File: config.mk
export PLATFORM = sky130hd
export DESIGN_NAME = axi_mem_bridge
export DESIGN_NICKNAME = d
export VERILOG_FILES = /design/src/common/axi_mem_pkg.sv /design/src/axi_read_engine/axi_read_engine.sv /design/src/axi_write_engine/axi_write_engine.sv /design/src/verilog/axi_mem_bridge.sv /design/src/verilog/mem_port_arbiter.sv
export SDC_FILE = /design/constraint.sdc
export NUM_CORES = 1
export LEC_CHECK = 0
export ABC_AREA = 1
export BUFFER_PORTS_ARGS = -buffer_cell sky130_fd_sc_hd__buf_2
export CORE_AREA = 2 2 171 173
export CTS_CLUSTER_DIAMETER = 80
export DETAILED_ROUTE_END_ITERATION = 10
export DIE_AREA = 0 0 173 175
export GPL_ROUTABILITY_DRIVEN = 0
export PLACE_DENSITY = 0.53
export SETUP_SLACK_MARGIN = 0.02
export SYNTH_ARGS = -nofsm -noshare
export SYNTH_HDL_FRONTEND = slang
export SYNTH_SLANG_ARGS = --single-unit
export TNS_END_PERCENT = 1
File: constraint.sdc
create_clock -name ACLK -period 4.3 [get_ports ACLK]
set_clock_uncertainty 0.1 [all_clocks]
set_input_delay 0.645 -clock ACLK [delete_from_list [all_inputs] [get_ports ACLK]]
set_output_delay 0.645 -clock ACLK [all_outputs]
set_load 0.005 [all_outputs]
File: src/common/axi_mem_pkg.sv
/* Every burst is treated as full-width INCR and every response is implicitly OKAY.
   The SRAM word address is taken from byte address bits [MEM_ADDR_W+2:3] */
package axi_mem_pkg;

  // ----------------------------------------------------------
  // Bus and memory sizes
  // ----------------------------------------------------------
  localparam int ADDR_W      = 32;  // AXI byte address
  localparam int DATA_W      = 64;
  localparam int STRB_W      = DATA_W / 8;
  localparam int ID_W        = 16;
  localparam int LEN_W       = 8;   // Up to 256 beats
  localparam int MEM_ADDR_W  = 13;  // SRAM word address
  localparam int OFFSET_BITS = 3;   // Byte offset inside one word

  // ----------------------------------------------------------
  // AXI channel beats
  // ----------------------------------------------------------
  // One AW or AR beat
  typedef struct packed {
    logic [ID_W-1:0]   id;
    logic [ADDR_W-1:0] addr;
    logic [LEN_W-1:0]  len;
  } axi_addr_t;

  typedef struct packed {
    logic [DATA_W-1:0] data;
    logic [STRB_W-1:0] strb;
    logic              last;
  } axi_w_t;

  typedef struct packed {
    logic [ID_W-1:0]   id;
    logic [DATA_W-1:0] data;
    logic              last;
  } axi_r_t;

  // ----------------------------------------------------------
  // Memory port and engine states
  // ----------------------------------------------------------
  typedef enum logic {MEM_READ = 1'b0, MEM_WRITE = 1'b1} mem_op_e;

  // One access asked for by an engine
  typedef struct packed {
    mem_op_e               op;
    logic [MEM_ADDR_W-1:0] addr;
    logic [DATA_W-1:0]     wdata;
    logic [STRB_W-1:0]     be;
  } mem_req_t;

  typedef enum logic [1:0] {RD_IDLE, RD_ISSUE, RD_WAIT, RD_HOLD} rd_state_e;

  typedef enum logic [1:0] {WR_IDLE, WR_DATA, WR_RESP} wr_state_e;

endpackage

File: src/axi_read_engine/axi_read_engine.sv
/* One read burst at a time, one SRAM read per beat. Best case 3 cycles from
   AR acceptance to RVALID and 3 cycles between beats; R stalls hold the beat */
`timescale 1ns/10ps

module axi_read_engine
(
  input  logic                           ACLK,
  input  logic                           ARESETn,
  input  axi_mem_pkg::axi_addr_t         ar_i,
  input  logic                           ar_valid_i,
  output logic                           ar_ready_o,
  output axi_mem_pkg::axi_r_t            r_o,
  output logic                           r_valid_o,
  input  logic                           r_ready_i,
  output logic                           rd_req_o,
  output axi_mem_pkg::mem_req_t          rd_mem_o,
  input  logic                           rd_gnt_i,
  input  logic [axi_mem_pkg::DATA_W-1:0] mem_q_i
);

  axi_mem_pkg::rd_state_e             state_q;
  axi_mem_pkg::rd_state_e             state_d;
  logic [axi_mem_pkg::MEM_ADDR_W-1:0] addr_q;   // Word address of next read
  logic [axi_mem_pkg::LEN_W-1:0]      cnt_q;    // Beats left after current
  logic                               ready_q;
  logic                               valid_q;
  axi_mem_pkg::axi_r_t                r_q;      // R output register
  logic                               ar_fire;
  logic                               r_fire;

  assign ar_fire = ar_valid_i & ready_q;
  assign r_fire  = valid_q & r_ready_i;

  // ----------------------------------------------------------
  // Beat sequencing
  // ----------------------------------------------------------
  always_comb
  begin
    state_d = state_q;
    case (state_q)
      axi_mem_pkg::RD_IDLE:
        if (ar_fire)
          state_d = axi_mem_pkg::RD_ISSUE;
      axi_mem_pkg::RD_ISSUE:
        if (rd_gnt_i)
          state_d = axi_mem_pkg::RD_WAIT;
      axi_mem_pkg::RD_WAIT:
        state_d = axi_mem_pkg::RD_HOLD;   // Q valid this cycle
      axi_mem_pkg::RD_HOLD:
        if (r_fire)
        begin
          if (cnt_q == '0)
            state_d = axi_mem_pkg::RD_IDLE;
          else
            state_d = axi_mem_pkg::RD_ISSUE;
        end
      default:
        state_d = axi_mem_pkg::RD_IDLE;
    endcase
  end

  always_ff @(posedge ACLK, negedge ARESETn)
  begin
    if (!ARESETn)
    begin
      state_q <= axi_mem_pkg::RD_IDLE;
      ready_q <= 1'b0;
      valid_q <= 1'b0;
      cnt_q   <= '0;
      addr_q  <= '0;
    end
    else
    begin
      state_q <= state_d;
      ready_q <= (state_d == axi_mem_pkg::RD_IDLE);
      valid_q <= (state_d == axi_mem_pkg::RD_HOLD);

      if (ar_fire)
        cnt_q <= ar_i.len;
      else if (r_fire && cnt_q != '0)
        cnt_q <= cnt_q - 1'b1;

      // Wraps inside the word space
      if (ar_fire)
        addr_q <= ar_i.addr[axi_mem_pkg::MEM_ADDR_W+axi_mem_pkg::OFFSET_BITS-1:
                            axi_mem_pkg::OFFSET_BITS];
      else if (rd_req_o && rd_gnt_i)
        addr_q <= addr_q + 1'b1;
    end
  end

  // ----------------------------------------------------------
  // R output register
  // ----------------------------------------------------------
  always_ff @(posedge ACLK)
  begin
    if (ar_fire)
      r_q.id <= ar_i.id;
    if (state_q == axi_mem_pkg::RD_WAIT)
    begin
      r_q.data <= mem_q_i;
      r_q.last <= (cnt_q == '0);
    end
  end

  assign ar_ready_o = ready_q;
  assign r_o        = r_q;
  assign r_valid_o  = valid_q;

  // Memory request
  assign rd_req_o       = (state_q == axi_mem_pkg::RD_ISSUE);
  assign rd_mem_o.op    = axi_mem_pkg::MEM_READ;
  assign rd_mem_o.addr  = addr_q;
  assign rd_mem_o.wdata = '0;
  assign rd_mem_o.be    = '0;

endmodule

File: src/axi_write_engine/axi_write_engine.sv
/* One write burst at a time. WLAST is ignored and the AW length decides the
   end of the burst; each W beat is written in the cycle it is accepted */
`timescale 1ns/10ps

module axi_write_engine
(
  input  logic                         ACLK,
  input  logic                         ARESETn,
  input  axi_mem_pkg::axi_addr_t       aw_i,
  input  logic                         aw_valid_i,
  output logic                         aw_ready_o,
  input  axi_mem_pkg::axi_w_t          w_i,
  input  logic                         w_valid_i,
  output logic                         w_ready_o,
  output logic [axi_mem_pkg::ID_W-1:0] b_id_o,
  output logic                         b_valid_o,
  input  logic                         b_ready_i,
  output logic                         wr_req_o,
  output axi_mem_pkg::mem_req_t        wr_mem_o,
  input  logic                         wr_gnt_i
);

  axi_mem_pkg::wr_state_e             state_q;
  axi_mem_pkg::wr_state_e             state_d;
  logic [axi_mem_pkg::ID_W-1:0]       id_q;
  logic [axi_mem_pkg::MEM_ADDR_W-1:0] addr_q;
  logic [axi_mem_pkg::LEN_W-1:0]      cnt_q;    // Beats left after current
  logic                               ready_q;
  logic                               aw_fire;
  logic                               w_fire;

  assign aw_fire = aw_valid_i & ready_q;
  assign w_fire  = wr_req_o & wr_gnt_i;

  // ----------------------------------------------------------
  // Burst control
  // ----------------------------------------------------------
  always_comb
  begin
    state_d = state_q;
    case (state_q)
      axi_mem_pkg::WR_IDLE:
        if (aw_fire)
          state_d = axi_mem_pkg::WR_DATA;
      axi_mem_pkg::WR_DATA:
        if (w_fire && cnt_q == '0)
          state_d = axi_mem_pkg::WR_RESP;  // Counted last beat written
      axi_mem_pkg::WR_RESP:
        if (b_ready_i)
          state_d = axi_mem_pkg::WR_IDLE;
      default:
        state_d = axi_mem_pkg::WR_IDLE;
    endcase
  end

  always_ff @(posedge ACLK, negedge ARESETn)
  begin
    if (!ARESETn)
    begin
      state_q <= axi_mem_pkg::WR_IDLE;
      ready_q <= 1'b0;
      cnt_q   <= '0;
      addr_q  <= '0;
    end
    else
    begin
      state_q <= state_d;
      ready_q <= (state_d == axi_mem_pkg::WR_IDLE);

      if (aw_fire)
        cnt_q <= aw_i.len;
      else if (w_fire && cnt_q != '0)
        cnt_q <= cnt_q - 1'b1;

      if (aw_fire)
        addr_q <= aw_i.addr[axi_mem_pkg::MEM_ADDR_W+axi_mem_pkg::OFFSET_BITS-1:
                            axi_mem_pkg::OFFSET_BITS];
      else if (w_fire)
        addr_q <= addr_q + 1'b1;             // Natural wrap at the top
    end
  end

  // Held for the whole burst and its response
  always_ff @(posedge ACLK)
  begin
    if (aw_fire)
      id_q <= aw_i.id;
  end

  // ----------------------------------------------------------
  // Channel outputs and memory request
  // ----------------------------------------------------------
  assign aw_ready_o = ready_q;

  // W beat accepted only when the SRAM takes it
  assign w_ready_o = wr_gnt_i;

  assign b_id_o    = id_q;
  assign b_valid_o = (state_q == axi_mem_pkg::WR_RESP);

  assign wr_req_o       = (state_q == axi_mem_pkg::WR_DATA) & w_valid_i;
  assign wr_mem_o.op    = axi_mem_pkg::MEM_WRITE;
  assign wr_mem_o.addr  = addr_q;
  assign wr_mem_o.wdata = w_i.data;
  assign wr_mem_o.be    = w_i.strb;

endmodule

File: src/verilog/axi_mem_bridge.sv
/* AXI4 slave onto one single-port SRAM. One read and one write transaction
   in flight at a time, responses always OKAY, no RRESP or BRESP ports */
`timescale 1ns/10ps

module axi_mem_bridge
(
  input  logic                               ACLK,
  input  logic                               ARESETn,

  // Write address, data and response
  input  axi_mem_pkg::axi_addr_t             aw_i,
  input  logic                               aw_valid_i,
  output logic                               aw_ready_o,
  input  axi_mem_pkg::axi_w_t                w_i,
  input  logic                               w_valid_i,
  output logic                               w_ready_o,
  output logic [axi_mem_pkg::ID_W-1:0]       b_id_o,
  output logic                               b_valid_o,
  input  logic                               b_ready_i,

  // Read address and data
  input  axi_mem_pkg::axi_addr_t             ar_i,
  input  logic                               ar_valid_i,
  output logic                               ar_ready_o,
  output axi_mem_pkg::axi_r_t                r_o,
  output logic                               r_valid_o,
  input  logic                               r_ready_i,

  // SRAM pins, CEN and WEN active low
  output logic                               mem_cen_o,
  output logic                               mem_wen_o,
  output logic [axi_mem_pkg::MEM_ADDR_W-1:0] mem_addr_o,
  output logic [axi_mem_pkg::DATA_W-1:0]     mem_d_o,
  output logic [axi_mem_pkg::STRB_W-1:0]     mem_be_o,
  input  logic [axi_mem_pkg::DATA_W-1:0]     mem_q_i
);

  logic                  rd_req;
  logic                  rd_gnt;
  axi_mem_pkg::mem_req_t rd_mem;
  logic                  wr_req;
  logic                  wr_gnt;
  axi_mem_pkg::mem_req_t wr_mem;

  axi_read_engine u_read
  (
    .ACLK       ( ACLK       ),
    .ARESETn    ( ARESETn    ),
    .ar_i       ( ar_i       ),
    .ar_valid_i ( ar_valid_i ),
    .ar_ready_o ( ar_ready_o ),
    .r_o        ( r_o        ),
    .r_valid_o  ( r_valid_o  ),
    .r_ready_i  ( r_ready_i  ),
    .rd_req_o   ( rd_req     ),
    .rd_mem_o   ( rd_mem     ),
    .rd_gnt_i   ( rd_gnt     ),
    .mem_q_i    ( mem_q_i    )
  );

  axi_write_engine u_write
  (
    .ACLK       ( ACLK       ),
    .ARESETn    ( ARESETn    ),
    .aw_i       ( aw_i       ),
    .aw_valid_i ( aw_valid_i ),
    .aw_ready_o ( aw_ready_o ),
    .w_i        ( w_i        ),
    .w_valid_i  ( w_valid_i  ),
    .w_ready_o  ( w_ready_o  ),
    .b_id_o     ( b_id_o     ),
    .b_valid_o  ( b_valid_o  ),
    .b_ready_i  ( b_ready_i  ),
    .wr_req_o   ( wr_req     ),
    .wr_mem_o   ( wr_mem     ),
    .wr_gnt_i   ( wr_gnt     )
  );

  mem_port_arbiter u_arb
  (
    .ACLK       ( ACLK       ),
    .ARESETn    ( ARESETn    ),
    .rd_req_i   ( rd_req     ),
    .rd_mem_i   ( rd_mem     ),
    .wr_req_i   ( wr_req     ),
    .wr_mem_i   ( wr_mem     ),
    .rd_gnt_o   ( rd_gnt     ),
    .wr_gnt_o   ( wr_gnt     ),
    .mem_cen_o  ( mem_cen_o  ),
    .mem_wen_o  ( mem_wen_o  ),
    .mem_addr_o ( mem_addr_o ),
    .mem_d_o    ( mem_d_o    ),
    .mem_be_o   ( mem_be_o   )
  );

endmodule

File: src/verilog/mem_port_arbiter.sv
/* Single-cycle grant, returned in the same cycle as the request. SRAM pins
   are combinational from the winner; read data appears one cycle later */
`timescale 1ns/10ps

module mem_port_arbiter
(
  input  logic                               ACLK,
  input  logic                               ARESETn,
  input  logic                               rd_req_i,
  input  axi_mem_pkg::mem_req_t              rd_mem_i,
  input  logic                               wr_req_i,
  input  axi_mem_pkg::mem_req_t              wr_mem_i,
  output logic                               rd_gnt_o,
  output logic                               wr_gnt_o,
  output logic                               mem_cen_o,
  output logic                               mem_wen_o,
  output logic [axi_mem_pkg::MEM_ADDR_W-1:0] mem_addr_o,
  output logic [axi_mem_pkg::DATA_W-1:0]     mem_d_o,
  output logic [axi_mem_pkg::STRB_W-1:0]     mem_be_o
);

  logic                  wr_first_q;  // High favours the write engine
  logic                  contested;
  logic                  any_gnt;
  axi_mem_pkg::mem_req_t sel;

  // ----------------------------------------------------------
  // Round-robin grant
  // ----------------------------------------------------------
  assign contested = rd_req_i & wr_req_i;

  assign rd_gnt_o = rd_req_i & ~(wr_req_i & wr_first_q);
  assign wr_gnt_o = wr_req_i & ~(rd_req_i & ~wr_first_q);

  // Loser of a contested cycle wins the next one
  always_ff @(posedge ACLK, negedge ARESETn)
  begin
    if (!ARESETn)
      wr_first_q <= 1'b0;
    else if (contested)
      wr_first_q <= rd_gnt_o;
  end

  // ----------------------------------------------------------
  // SRAM pin drive
  // ----------------------------------------------------------
  assign any_gnt = rd_gnt_o | wr_gnt_o;
  assign sel     = wr_gnt_o ? wr_mem_i : rd_mem_i;

  assign mem_cen_o  = ~any_gnt;
  assign mem_wen_o  = ~(any_gnt & (sel.op == axi_mem_pkg::MEM_WRITE));
  assign mem_addr_o = sel.addr;
  assign mem_d_o    = sel.wdata;
  assign mem_be_o   = sel.be;   // Byte lanes of the write

endmodule
==> impl_metrics.py <==
metrics = {
    "global_route": {
        "grt_pass1_vias": 6198,
        "grt.overflow.total": 0,
        "grt_first_pass_wirelength_um": 35700,
        "track_usage_pct": 15.2,
        "grt_max_degree": 103,
        "antenna_found_initial": 2,
    },
    "sta": {
        "post-route-period-util_pct": 75.1,
        "finalCriticalPeriod_ns": 3.23,
        "final.setup.worst_slack_ns": 1.07,
        "relSlewSlack_pct": 27.3,
        "hold_viol_final": 0,
        "setup_viol": 0,
        "grt_setup_unrepaired": "no",
        "tightest_slew_ns": 1.09,
        "fin_setup_tns_ns": 0,
        "fmaxAchievable_ghz": 0.310,
        "drv_slew": 0,
        "hold_ws_ns": 0.245,
    },
    "synthesis": {
        "syn-num-nets": 1042,
        "yosysSeqAreaShare_pct": 59.7,
        "yosysUniqueCellTypes": 36,
        "yosysTopAreaCell": "edfxtp_1",
        "ys.warnings.count": 0,
        "synthCells": 781,
        "ys_ff_latch": 147,
        "avgSynthCellArea_sq_um": 8.93,
        "netlist_top_cells_area": "edfxtp_1 42%, dfrtp_1 18%, nand2_1 10%, nor2_1 6.8%, inv_1 6.7%",
        "synth_top_area_share_pct": 41.8,
        "netlist_area_sq_mm": 0.00697,
    },
    "cts": {
        "htree_levels": 4,
        "clockBufferDepth": 2,
        "cts.sinks": 147,
        "clk_latency_ns": 0.42,
        "clk_pin_slew_ns": 0.07,
        "cts_tree": "done",
        "ctsHoldBuffers": 0,
        "post-cts-setup-buffers": 0,
        "numCtsBuffers": 17,
        "cts_root_buf": "clkbuf_16",
        "cts_resized": 0,
    },
    "floorplan": {
        "start_util_pct": 24.6,
        "num_rows": 62,
        "die_h_um": 175,
        "coreArea_sq_mm": 0.0284,
        "io_pins": 445,
        "die_area_sq_mm": 0.0303,
        "die_x_um": 173,
    },
    "cells_and_area": {
        "final_cell_mix": "405 x buf_2, 192 x nand2_1, 126 x nor2_1, 125 x inv_1, 97 x edfxtp_1",
        "final_nets": 1449,
        "mostFrequentLayoutCell": "buf_2",
        "area_delta_synth_final_pct": 44.0,
        "layout.cells.non_filler": 1586,
        "fillers": 2965,
        "layout-drive-gt1-share_pct": 39.2,
        "utilization_pct": 35.4,
    },
    "detailed_routing": {
        "avgRoutedWirePerCell_um": 14.9,
        "drc": 0,
        "drt_first_pass_iters": 5,
        "routed_wl_um": 23700,
        "detail_route.vias_per_cell": 4.10,
        "vias": 6509,
        "ant_nets": 0,
        "initialDrtViolationCount": 426,
    },
    "worst_hold_path": {
        "hp-class": "in -> async",
    },
    "power": {
        "irDropWorstVdd_mv": 0.298,
        "p_per_area_mw_per_mm2": 618,
        "p_leak_uw": 0.00521,
    },
    "placement": {
        "dp.cells": 1553,
        "post-place-ws_ns": 1.27,
        "dpl.hpwl_um": 18300,
        "io_buffers": 405,
    },
    "status": {
        "status": "finished, final reports clean",
    },
    "critical_path": {
        "crit_fanout": 102,
        "end_kind": "primary output",
        "cp-start-kind": "register",
        "cp.required_ns": 3.56,
        "arrival_ns": 2.48,
        "critPathKind": "reg -> out",
    },
    "flow_run": {
        "cap_violations": 0,
    },
}
critical path, cell delays in order (launching register included):
cell and delay (ns):
dfrtp_1 0.46, nor2_8 0.23, nand2_2 0.09, nand2_4 0.78, nand2_1 0.11, o21ai_1 0.19, buf_2 0.18
kinds of logic (layout without fill, tap and decap cells):
kind of cell	after synthesis	after routing	synth area share, %
AND/OR/NAND/NOR	407	407	24.4
buffers and inverters	152	571	8.99
flip-flops	147	147	59.7
AO/OA/AOI/OAI	67	67	5.56
adder cells (fa/ha/maj)	5	5	0.897
XOR/XNOR	3	3	0.377
other	0	2	0
report_power, final:
part / switching (uW) / total (uW) / internal, uW
registers: 283 / 2260 / 1970
clock network: 641 / 1630 / 985
logic: 1450 / 2320 / 870
layout make-up:
| cell class | count | area (sq um) | area share, % |
|---|---|---|---|
| Tap cell | 384 | 480 | 4.79 |
| Antenna cell | 2 | 5.00 | 0.0498 |
| Clock inverter | 13 | 199 | 1.98 |
| Timing Repair Buffer | 411 | 2080 | 20.8 |
| Sequential cell | 147 | 4160 | 41.5 |
| Inverter | 129 | 485 | 4.83 |
| Clock buffer | 18 | 429 | 4.27 |
| Multi-Input combinational cell | 482 | 2190 | 21.8 |
through the flow:
step / instance area [sq um] / power (uW)
floorplan: 6970 / 3700
global placement: 9410 / 4620
detailed placement: 9410 / 4640
CTS: 10000 / 6290
global route: 10000 / 6690
finish: 10000 / 6200
flip-flops by register name (all words and copies together) (netlist names):
register / cells
u_write.state_q: 2
u_read.ar_ready_o: 1
u_read.addr_q: 13
u_write.b_id_o: 16
u_read.cnt_q: 8
u_read.state_q: 2
u_write.cnt_q: 8
u_read.r_o: 81
u_write.addr_q: 13
u_arb.wr_first_q: 1
u_write.aw_ready_o: 1
u_read.r_valid_o: 1
worst paths after layout:
path	startpoint	end	slack, ns	cells after the start
worst max register to register	u_read.state_q[1]$_DFF_PN0_	u_write.addr_q[10]$_DFFE_PN0P_	1.61	8
worst min register to register	u_write.cnt_q[6]$_DFFE_PN0P_	u_write.cnt_q[6]$_DFFE_PN0P_	0.38	2
worst min-delay path	ARESETn	u_write.cnt_q[0]$_DFFE_PN0P_	0.25	1
min in group ACLK	aw_i[41]	u_write.b_id_o[1]$_DFFE_PP_	0.29	1
worst max-delay path	u_read.state_q[1]$_DFF_PN0_	mem_addr_o[10]	1.07	6
max in group asynchronous	ARESETn	u_read.ar_ready_o$_DFF_PN0_	3.04	2
synth_stat cells:
| library cell | number |
|---|---|
| nand3_2 | 1 |
| edfxtp_1 | 97 |
| buf_6 | 4 |
| nand2_4 | 2 |
| o31ai_1 | 1 |
| a31oi_1 | 3 |
| ha_1 | 5 |
| o211ai_1 | 1 |
| a21oi_4 | 1 |
| nor2_1 | 127 |
| xnor2_1 | 1 |
| o21ai_0 | 24 |
| nand3b_1 | 3 |
| o21ai_1 | 19 |
| xor2_1 | 2 |
| nor2_2 | 4 |
| a21oi_1 | 9 |
| nor2_8 | 1 |
| inv_1 | 125 |
| o22ai_2 | 1 |
| dfrtp_1 | 50 |
| nand4_1 | 7 |
| clkbuf_1 | 5 |
| a22oi_1 | 2 |
| buf_4 | 3 |
| nand2_1 | 192 |
| o21a_1 | 1 |
| clkinv_2 | 1 |
| nand3_1 | 59 |
| inv_2 | 3 |
| nand2_2 | 5 |
| buf_2 | 11 |
| nor3_1 | 1 |
| a21boi_0 | 1 |
| o21ai_2 | 4 |
| or2_2 | 5 |
per-layer routing:
layer / up-vias / GRT usage [%] / part of all wire, %
met3: 25 / 3.18 / 5.2
met2: 235 / 24.5 / 47
li1: 3298 / - / -
met1: 2951 / 20.6 / 46
met5: - / 0 / 0
met4: 0 / 4.24 / 1.6
No activity file was read; power rests on OpenSTA's default activity.
